File: config.mk
export PLATFORM = sky130hd
export DESIGN_NAME = game_top
export DESIGN_NICKNAME = d
export VERILOG_FILES = /design/src/game_pkg.sv /design/src/ps2_pkg.sv /design/src/barrel_launcher.sv /design/src/game_fsm.sv /design/src/game_top.sv /design/src/key_decoder.sv /design/src/player_movement.sv /design/src/ps2_frame_rx.sv
export SDC_FILE = /design/constraint.sdc
export NUM_CORES = 1
export LEC_CHECK = 0
export BUFFER_PORTS_ARGS = -buffer_cell sky130_fd_sc_hd__buf_4
export CAP_MARGIN = 10
export CORE_MARGIN = 3
export CORE_UTILIZATION = 40
export DETAILED_ROUTE_END_ITERATION = 10
export GPL_TIMING_DRIVEN = 0
export HOLD_SLACK_MARGIN = 0.06
export PLACE_DENSITY = 0.6
export SETUP_SLACK_MARGIN = 0.05
export SYNTH_ARGS = -nofsm -noshare
export SYNTH_HDL_FRONTEND = slang
export SYNTH_SLANG_ARGS = --single-unit
File: constraint.sdc
create_clock -name clk65MHz -period 7.6 [get_ports clk65MHz]
set_input_delay 1.52 -clock clk65MHz [delete_from_list [all_inputs] [get_ports clk65MHz]]
set_output_delay 1.52 -clock clk65MHz [all_outputs]
set_load 0.005 [all_outputs]
File: src/game_pkg.sv
// Game-level types and constants shared by the execute modules
// Covers the play field, health and the two barrel launchers

package game_pkg;

   // Screen x coordinate of the player
   typedef logic [10:0] coord_t;

   localparam coord_t X_MIN   = 11'd0;
   localparam coord_t X_MAX   = 11'd976;
   localparam coord_t X_START = 11'd64;

   // Barrels handled by each launcher
   localparam int BARRELS = 5;

   typedef logic [2:0] slot_t;

   // Low half is the horizontal launcher, high half the vertical one
   typedef logic [2*BARRELS-1:0] hit_vec_t;

   typedef logic [1:0] health_t;

   localparam health_t HEALTH_MAX = 2'd3;

   typedef enum logic [1:0] {
      MENU = 2'd0,
      PLAY = 2'd1,
      OVER = 2'd2
   } game_state_t;

   // One launch event, slot is only meaningful while valid is high
   typedef struct packed {
      logic  valid;
      slot_t slot;
   } launch_t;

endpackage

File: src/ps2_pkg.sv
// Keyboard-side definitions: PS/2 frame layout, scan codes and key pulses
// Used by the frame receiver, the key decoder and the top level

package ps2_pkg;

   // Frame as it sits in the shift register once all eleven bits are in
   typedef struct packed {
      logic       stop;
      logic       parity;
      logic [7:0] data;
      logic       start;
   } ps2_fields_t;

   typedef union packed {
      logic [10:0] raw;
      ps2_fields_t fields;
   } ps2_frame_u;

   localparam logic [7:0] SC_LEFT  = 8'h1C;
   localparam logic [7:0] SC_RIGHT = 8'h23;
   localparam logic [7:0] SC_UP    = 8'h1D;
   localparam logic [7:0] SC_DOWN  = 8'h1B;
   localparam logic [7:0] SC_START = 8'h5A;

   // Prefix of a key release
   localparam logic [7:0] SC_BREAK = 8'hF0;

   // Single-cycle press pulses
   typedef struct packed {
      logic left;
      logic right;
      logic up;
      logic down;
      logic start;
   } key_press_t;

endpackage

File: src/barrel_launcher.sv
// Barrel launcher with cooldown and a rotating barrel slot
// One instance per barrel direction
`timescale 1ns/100ps

module barrel_launcher
   import game_pkg::*;
#(
   parameter int DELAY = 100
) (
   input  logic    clk65MHz,
   input  logic    rst_n,
   input  logic    game_en,
   input  logic    key,
   output launch_t launch
);

   localparam int CW = $clog2(DELAY + 1);

   logic [CW-1:0] cooldown;
   slot_t         slot;

   always_ff @(posedge clk65MHz) begin
      if (!rst_n) begin
         cooldown <= '0;
         slot     <= '0;
         launch   <= '0;
      end else begin
         launch.valid <= 1'b0;
         if (cooldown != '0) begin
            cooldown <= cooldown - CW'(1);
         end
         // Presses during cooldown are dropped
         if (key && game_en && (cooldown == '0)) begin
            launch.valid <= 1'b1;
            launch.slot  <= slot;
            cooldown     <= CW'(DELAY);
            if (slot == slot_t'(BARRELS - 1)) begin
               slot <= '0;
            end else begin
               slot <= slot + slot_t'(1);
            end
         end
      end
   end

endmodule

File: src/game_fsm.sv
// Game state machine with the player's life counter
// Start enters play, every cycle with a barrel hit in play costs a life
`timescale 1ns/100ps

module game_fsm
   import game_pkg::*;
(
   input  logic     clk65MHz,
   input  logic     rst_n,
   input  logic     start,
   input  hit_vec_t barrel_hit,
   output logic     game_en,
   output health_t  health
);

   game_state_t state;

   always_ff @(posedge clk65MHz) begin
      if (!rst_n) begin
         state  <= MENU;
         health <= HEALTH_MAX;
      end else begin
         case (state)
            MENU, OVER: begin
               if (start) begin
                  state  <= PLAY;
                  health <= HEALTH_MAX;
               end
            end
            PLAY: begin
               if (|barrel_hit) begin
                  health <= health - health_t'(1);
                  // Last life gone
                  if (health == health_t'(1)) begin
                     state <= OVER;
                  end
               end
            end
            default: begin
               state <= MENU;
            end
         endcase
      end
   end

   assign game_en = (state == PLAY);

endmodule

File: src/game_top.sv
// Top level of the game control path
// Keyboard decode feeds the game FSM, player movement and both launchers
`timescale 1ns/100ps

module game_top
   import game_pkg::*, ps2_pkg::*;
#(
   parameter int HOR_DELAY = 162_500_000,
   parameter int VER_DELAY = 20_500_000,
   parameter int STEP      = 16
) (
   input  logic     clk65MHz,
   input  logic     rst_n,
   input  logic     ps2_clk,
   input  logic     ps2_data,
   input  hit_vec_t barrel_hit,
   output logic     game_en,
   output health_t  health,
   output coord_t   xpos,
   output launch_t  hor_launch,
   output launch_t  ver_launch
);

   logic [7:0] scan_byte;
   logic       scan_valid;
   key_press_t press;

   // Keyboard
   ps2_frame_rx u_ps2_frame_rx (
      .clk65MHz,
      .rst_n,
      .ps2_clk,
      .ps2_data,
      .scan_byte,
      .scan_valid
   );

   key_decoder u_key_decoder (
      .clk65MHz,
      .rst_n,
      .scan_byte,
      .scan_valid,
      .press
   );

   // Game control
   game_fsm u_game_fsm (
      .clk65MHz,
      .rst_n,
      .start(press.start),
      .barrel_hit,
      .game_en,
      .health
   );

   player_movement #(
      .STEP(STEP)
   ) u_player_movement (
      .clk65MHz,
      .rst_n,
      .game_en,
      .left(press.left),
      .right(press.right),
      .xpos
   );

   barrel_launcher #(
      .DELAY(HOR_DELAY)
   ) u_hor_launcher (
      .clk65MHz,
      .rst_n,
      .game_en,
      .key(press.up),
      .launch(hor_launch)
   );

   barrel_launcher #(
      .DELAY(VER_DELAY)
   ) u_ver_launcher (
      .clk65MHz,
      .rst_n,
      .game_en,
      .key(press.down),
      .launch(ver_launch)
   );

endmodule

File: src/key_decoder.sv
// Scan byte to key press decoder
// A break prefix swallows the following code, so releases give no press
`timescale 1ns/100ps

module key_decoder
   import ps2_pkg::*;
(
   input  logic       clk65MHz,
   input  logic       rst_n,
   input  logic [7:0] scan_byte,
   input  logic       scan_valid,
   output key_press_t press
);

   logic break_pending;

   always_ff @(posedge clk65MHz) begin
      if (!rst_n) begin
         break_pending <= 1'b0;
         press         <= '0;
      end else begin
         press <= '0;
         if (scan_valid) begin
            if (scan_byte == SC_BREAK) begin
               break_pending <= 1'b1;
            end else if (break_pending) begin
               // Code of the released key
               break_pending <= 1'b0;
            end else begin
               case (scan_byte)
                  SC_LEFT: begin
                     press.left <= 1'b1;
                  end
                  SC_RIGHT: begin
                     press.right <= 1'b1;
                  end
                  SC_UP: begin
                     press.up <= 1'b1;
                  end
                  SC_DOWN: begin
                     press.down <= 1'b1;
                  end
                  SC_START: begin
                     press.start <= 1'b1;
                  end
                  default: begin
                     press <= '0;
                  end
               endcase
            end
         end
      end
   end

endmodule

File: src/player_movement.sv
// Horizontal position of player one
// Steps on each left or right press during play, clamped to the field
`timescale 1ns/100ps

module player_movement
   import game_pkg::*;
#(
   parameter int STEP = 16
) (
   input  logic   clk65MHz,
   input  logic   rst_n,
   input  logic   game_en,
   input  logic   left,
   input  logic   right,
   output coord_t xpos
);

   always_ff @(posedge clk65MHz) begin
      if (!rst_n) begin
         xpos <= X_START;
      end else if (!game_en) begin
         xpos <= X_START;
      end else if (left) begin
         if (xpos < X_MIN + coord_t'(STEP)) begin
            xpos <= X_MIN;
         end else begin
            xpos <= xpos - coord_t'(STEP);
         end
      end else if (right) begin
         if (xpos > X_MAX - coord_t'(STEP)) begin
            xpos <= X_MAX;
         end else begin
            xpos <= xpos + coord_t'(STEP);
         end
      end
   end

endmodule

File: src/ps2_frame_rx.sv
// PS/2 keyboard frame receiver
// Delivers one checked scan byte per frame with a single-cycle strobe
`timescale 1ns/100ps

module ps2_frame_rx
   import ps2_pkg::*;
(
   input  logic       clk65MHz,
   input  logic       rst_n,
   input  logic       ps2_clk,
   input  logic       ps2_data,
   output logic [7:0] scan_byte,
   output logic       scan_valid
);

   logic [1:0] clk_sync;
   logic [1:0] data_sync;
   logic       clk_prev;
   logic       fall;
   logic [3:0] bit_cnt;
   logic       frame_ok;
   ps2_frame_u frame;
   ps2_frame_u frame_next;

   // Both lines idle high
   always_ff @(posedge clk65MHz) begin
      if (!rst_n) begin
         clk_sync  <= 2'b11;
         data_sync <= 2'b11;
         clk_prev  <= 1'b1;
      end else begin
         clk_sync  <= {clk_sync[0], ps2_clk};
         data_sync <= {data_sync[0], ps2_data};
         clk_prev  <= clk_sync[1];
      end
   end

   assign fall = clk_prev & ~clk_sync[1];

   // LSB first on the wire, so the start bit settles at bit 0
   assign frame_next = {data_sync[1], frame.raw[10:1]};

   // Odd parity over data plus parity bit
   assign frame_ok = (frame_next.fields.start == 1'b0) &&
                     (frame_next.fields.stop == 1'b1) &&
                     (^{frame_next.fields.data, frame_next.fields.parity} == 1'b1);

   always_ff @(posedge clk65MHz) begin
      if (!rst_n) begin
         bit_cnt    <= 4'd0;
         scan_valid <= 1'b0;
      end else begin
         scan_valid <= 1'b0;
         if (fall) begin
            if (bit_cnt == 4'd10) begin
               bit_cnt    <= 4'd0;
               scan_valid <= frame_ok;
            end else begin
               bit_cnt <= bit_cnt + 4'd1;
            end
         end
      end
   end

   always_ff @(posedge clk65MHz) begin
      if (fall) begin
         frame <= frame_next;
         if (bit_cnt == 4'd10) begin
            scan_byte <= frame_next.fields.data;
         end
      end
   end

endmodule

# --- After elaboration in Yosys (flattened, before gate mapping) ---
# Cells that the tools add are included.
word_totals:
  regBits: 117
  in_bits: 14
  wordCells: 108
op_classes:
  n_addsub: 8
  magnitude_cmp: 2
  eq_ne: 15
  mux: 26
  n_bitwise: 5
  n_reduce_logical: 26
ops:
  columns: ["operator", "n"]
  rows:
  - ["28-bit 2-to-1 mux", 2]
  - ["25-bit 2-to-1 mux", 2]
  - ["11-bit 2-to-1 mux", 4]
  - ["28-bit zero test", 1]
  - ["28-bit nonzero test", 1]
  - ["28-bit by 1-bit subtractor with 28-bit output (second input constant)", 1]
  - ["25-bit zero test", 1]
  - ["25-bit nonzero test", 1]
  - ["25-bit by 1-bit subtractor with 25-bit output (second input constant)", 1]
  - ["8-bit by 5-bit equality test with 1-bit output (second input constant)", 3]
  - ["4-bit 2-to-1 mux", 3]
  - ["11-bit by 5-bit adder with 11-bit output (second input constant)", 1]
  - ["11-bit by 10-bit > comparator with 1-bit output (second input constant)", 1]
  - ["11-bit by 5-bit < comparator with 1-bit output (second input constant)", 1]
  - ["11-bit by 5-bit subtractor with 11-bit output (second input constant)", 1]
  - ["2-bit 2-to-1 mux", 5]
  - ["10-bit OR reduction", 1]
  - ["3-bit AND reduction", 3]
  - ["9-bit XOR reduction", 1]
  - ["8-bit by 6-bit equality test with 1-bit output (second input constant)", 1]
  - ["8-bit by 7-bit equality test with 1-bit output (second input constant)", 1]
  - ["8-bit equality test (second input constant)", 1]
  - ["2-bit case mux with 2 select lines", 2]
  - ["2-bit nonzero test", 4]
  - ["17 further kinds", 39]

# --- Logic depth before layout (Yosys ltp) ---
logic_depth:
  word_depth: 4
  depth_mapped: 8
  ltp_nobuf: 7

# --- Hierarchy ---
# From an unflattened synthesis, not the netlist that was laid out.
hier_totals:
  hier_cells: 590
  area_unflattened_um2: 5541.6
modules_own_cells:
  columns: ["module", "n_inst", "cells_per_inst", "area_per_inst_um2", "seq_area_each_um2"]
  rows:
  - ["barrel_launcher (u_hor_launcher)", 1, 200, 1795.5, 700.7]
  - ["barrel_launcher (u_ver_launcher)", 1, 194, 1577.8, 640.6]
  - ["ps2_frame_rx", 1, 62, 987.2, 740.7]
  - ["player_movement", 1, 83, 636.9, 140.1]
  - ["game_fsm", 1, 27, 275.3, 80.1]
  - ["key_decoder", 1, 24, 269.0, 120.1]

# --- Least setup slack after synthesis ---
# Ideal clock, no wire load.
synth_path:
  path_kind: "in2reg"
  start: "in barrel_hit[0]"
  end: "reg u_game_fsm.health[0]"
  setup_ns: 0.074
  arrival_time_ns: 2.451
  slack_ns: 5.075
  path_stages: 5
  path_buffers: 0
  path_cell_list: "nor4_1 > and4_1 > nor2_1 > mux2_2 > a31oi_1"
synth_between:
  elab_chain_len: 3
synth_lines:
  columns: ["item", "line_no", "rtl"]
  rows:
  - ["from (decl)", "game_top.sv:16", "input hit_vec_t barrel_hit,"]
  - ["10-bit OR reduction", "game_fsm.sv:31", "if (|barrel_hit) begin"]
  - ["2-bit != test (no source line)", null, null]
  - ["3-bit AND reduction (no source line)", null, null]
  - ["to (signal assigned)", "game_fsm.sv:32", "health <= health - health_t'(1);"]
  - ["to (decl)", "game_fsm.sv:13", "output health_t health"]
# No other way between the ends.
# A chain may end at the register's enable or synchronous reset.

# --- Final worst setup path ---
layout_path:
  start: "reg u_game_fsm.state[0]"
  end: "out game_en"
layout_between:
  elab_chain_len: 1
layout_lines:
  columns: ["item", "line_no", "rtl"]
  rows:
  - ["from (decl)", "game_fsm.sv:16", "game_state_t state;"]
  - ["from (signal assigned)", "game_fsm.sv:20", "state <= MENU;"]
  - ["from (signal assigned)", "game_fsm.sv:26", "state <= PLAY;"]
  - ["from (signal assigned)", "game_fsm.sv:35", "state <= OVER;"]
  - ["2-bit by 1-bit equality test with 1-bit output", "game_fsm.sv:46", "assign game_en = (state == PLAY);"]
  - ["to (decl)", "game_top.sv:17", "output logic game_en,"]
# No other way between the ends.

==> results.txt <==
The post-synthesis register bit count came out at 112. For this run, design rule violations remaining after detail routing come to 0. In this run the clock root is driven by a sky130_fd_sc_hd__clkbuf_16. The arrival time of data at the critical path endpoint is 1630 ps.

At the end of the flow the core is filled with cells to 0.4741. The mean routed wirelength per cell is 15.20 microns. The initial antenna violation count is 0.

The boundary pin count is 36. Sorting the synthesized cells by area gives the leading types as sky130_fd_sc_hd__dfxtp_1 35%, sky130_fd_sc_hd__edfxtp_1 10%, sky130_fd_sc_hd__nor2_1 4.7%, sky130_fd_sc_hd__nand2_1 3.2%, sky130_fd_sc_hd__xnor2_1 3.1%. After synthesis the cells add up to 5325 sq um. The number of placement rows is 41. The final worst-path cycle share came out at 0.4139.

The number of distinct standard cells referenced by the synthesized netlist is 67. The count of final hold-check violations came out at 0. For the pin with the worst max-slew slack, the measured transition is 849.5 ps. The area fraction of the dominant cell type after synthesis came out at 0.3534.

The path class of the tightest hold or removal check is reg2reg. The hold buffer count at cts is 0. STA classifies the critical path startpoint as a flip-flop.

After synthesis, the mean cell area works out to 9.150 sq um. After technology mapping, the gate count stands at 582. The fraction of the yosys area taken by sequential cells came out at 0.4549. The worst setup path is captured at an output pin. The total of warnings raised by yosys came out at 0. The maximum VDD drop is 0.0001642 V. The data required time at the worst endpoint is 6080 ps. The largest clock skew in the final design came out at 5.401 ps. The critical path goes through nor2b_1 > clkbuf_1 > buf_4. The first-pass GRT wire length is 20240 microns. 0 antenna diodes ended up in the layout. The global route total overflow came out at 0. The half-perimeter wire length after detailed placement came out at 8789 microns. The proportion of register bits with asynchronous set or reset after synthesis is 0. After routing the design area is 6081 sq um. The proportion of layout cells with a drive suffix above 1 is 0.1090. After clock tree synthesis, the clock-pin slew on the worst setup and hold paths is 70 ps. For this run, the top clock speed supported by timing is 317.9 MHz. The minimum period implied by the final worst setup slack is 3145 ps. The via count of the first global-routing pass came to 4233. The number of resized instances in the post-cts repair step is 0. Routability-driven placement finished with a final weighted congestion of 0.8510. The latest clock arrival within the worst-skew pair is 350 ps. The worst slew slack as a fraction of its limit came out at 0.4263. The final antenna-violating net count came out at 0. The area enclosed by the die boundary came out at 14730 sq um. Before antenna repair, the detailed router went through 5 iterations. The library cell occupying the most area in the post-synthesis netlist is sky130_fd_sc_hd__dfxtp_1. Max-cap violations in this run came to 0.

The total negative slack for setup checks came out at 0 ps. The run finished with clean final reports. The maximum number of pins on one net before global-route repair came out at 18. By instance count, the leading cell after synthesis is sky130_fd_sc_hd__dfxtp_1. The post-place instance area is 5784 sq um.

For this run, the slowest stage of the critical path takes 470 ps. Setup violations remaining at the end of the flow were counted as 0. TritonCTS built the clock tree. The leakage power is 2.153 nW.

The via-per-instance ratio came out at 5.543. The die is 121.4 microns tall. The total routing resource utilization after global routing is 0.1702. For this configuration, the core starts out at a cell density of 0.4152. The total power consumption of the routed design is 0.002327 W. The longest clock path from root to sink contains 2 buffers.

For this block, the initial DRC count from the detailed router was 323. The most frequently used flop master after synthesis is sky130_fd_sc_hd__dfxtp_1. The area growth from synthesis to final layout is 14.19%. The number of buffer and inverter instances along the worst setup path came out at 2. The total wire length after detailed routing is 12240 microns. The width of the die is 121.4 microns. The non-filler instance count after layout came out at 805. The count of input and output buffers is 31. The number of placed instances, taps included is 788. The number of slew-limit violations in the final report is 0. The number of buffers added for setup after CTS is 0. The total clock buffers created by CTS came out at 9. The critical path class is reg2out.

For this run, the post-layout net count is 652. The count of flip-flops with a built-in enable after synthesis came out at 18. Setup repair after global routing left no endpoint under its margin. The total number of H-tree levels came out at 3. The tree built by TritonCTS fans out to 112 sinks.

The total via count after detailed routing is 4462. For this design the ratio of total power to cell area is 382.7 nW/um^2. By count the netlist is led by 94 x sky130_fd_sc_hd__dfxtp_1, 66 x sky130_fd_sc_hd__nor2_1, 46 x sky130_fd_sc_hd__nand2_1. Among all stages on the critical path, the largest delay is contributed by sky130_fd_sc_hd__clkbuf_1.

The category of cells accounting for the largest share of critical-path delay is buffers and inverters. Of all nets on the critical path, the largest fanout is 9. The area of the core is 12820 sq um.
## flip-flops by register name (all words and copies together) (netlist names)
name / cells
u_hor_launcher.cooldown: 28
u_key_decoder.break_pending: 1
u_player_movement.xpos: 7
u_ps2_frame_rx.frame: 10
u_hor_launcher.slot: 3
u_ps2_frame_rx.scan_byte: 8
u_ps2_frame_rx.scan_valid: 1
u_ps2_frame_rx.clk_prev: 1
u_ver_launcher.slot: 3
u_hor_launcher.launch: 4
u_ps2_frame_rx.bit_cnt: 4
u_ver_launcher.launch: 4
u_ps2_frame_rx.data_sync: 2
u_game_fsm.state: 2
u_game_fsm.health: 2
u_key_decoder.press: 5
u_ver_launcher.cooldown: 25
u_ps2_frame_rx.clk_sync: 2
## per-layer routing
metal / track usage / up-vias / routed length (microns)
met5: 0 / - / 0
met4: 0.04482 / 0 / 134
met3: 0.04336 / 10 / 580
met2: 0.2774 / 103 / 5614
met1: 0.2251 / 2113 / 5908
li1: - / 2236 / -
## power breakdown
group	internal [W]	total [W]	switching [W]	leakage, nW
Combinational	0.000410	0.00105	0.000641	1.09
Sequential	0.000706	0.000808	0.000102	0.928
Clock	0.000256	0.000469	0.000213	0.132
Total	0.00137	0.00233	0.000956	2.15
## path summary, 6_finish.rpt
path                                 end  slack, ps  depth (start not counted)                         from
max                              game_en       4450                          3          u_game_fsm.state[0]
min           u_ps2_frame_rx.clk_sync[1]        410                          1   u_ps2_frame_rx.clk_sync[0]
max reg2reg  u_hor_launcher.cooldown[23]       4840                          6  u_hor_launcher.cooldown[10]
min reg2reg   u_ps2_frame_rx.clk_sync[1]        410                          1   u_ps2_frame_rx.clk_sync[0]
## cell families (layout without fill, tap and decap cells)
group,count (synthesis),after routing,share of synthesized area
other,1,4,0.0007042
adders and majority gates,10,10,0.02350
buffers and inverters,50,98,0.04135
DFF,112,112,0.4549
AOI/OAI and AO/OA,122,122,0.1666
muxes,4,4,0.007989
and+or+nand+nor,252,252,0.2540
xor gates and xnor gates,31,31,0.05099
## area by class of cell
type	instances	area, sq um
buffer	28	137.6
clock buffer	11	232.7
clock inverter	5	56.30
fill	1256	6744
inverter	22	82.58
multi-input combinational	423	2694
sequential	112	2422
tap	172	215.2
timing repair buffer	32	240.2
## through the flow
stage               hold slack, ps  setup WS, ps
finish                       407.8          4455
global route                 431.4          4340
CTS                          409.5          4436
detailed placement           391.8          4612
global placement             400.1          4609
floorplan                    386.3          5075
## cells in the final DEF (no fill, tap or decap), types with 15 or more instances in the layout
cell type and n:
sky130_fd_sc_hd__dfxtp_1 94, sky130_fd_sc_hd__edfxtp_1 18, sky130_fd_sc_hd__inv_1 22, sky130_fd_sc_hd__xnor2_1 19
sky130_fd_sc_hd__nor2_1 66, sky130_fd_sc_hd__nand2_1 46, sky130_fd_sc_hd__buf_4 35, sky130_fd_sc_hd__nand3_1 15
sky130_fd_sc_hd__a21oi_1 30, sky130_fd_sc_hd__nor4_1 16, sky130_fd_sc_hd__clkbuf_1 20, sky130_fd_sc_hd__nor3_1 24
sky130_fd_sc_hd__a211oi_1 20
## worst reg2reg max path, stage by stage (launching register included)
cell,delay [ps]
sky130_fd_sc_hd__dfxtp_1,350
sky130_fd_sc_hd__nor4_1,670
sky130_fd_sc_hd__nand4_1,530
sky130_fd_sc_hd__nor3_4,570
sky130_fd_sc_hd__buf_6,220
sky130_fd_sc_hd__a211oi_1,60
sky130_fd_sc_hd__a311oi_1,270
No activity file was read; power rests on OpenSTA's default activity.
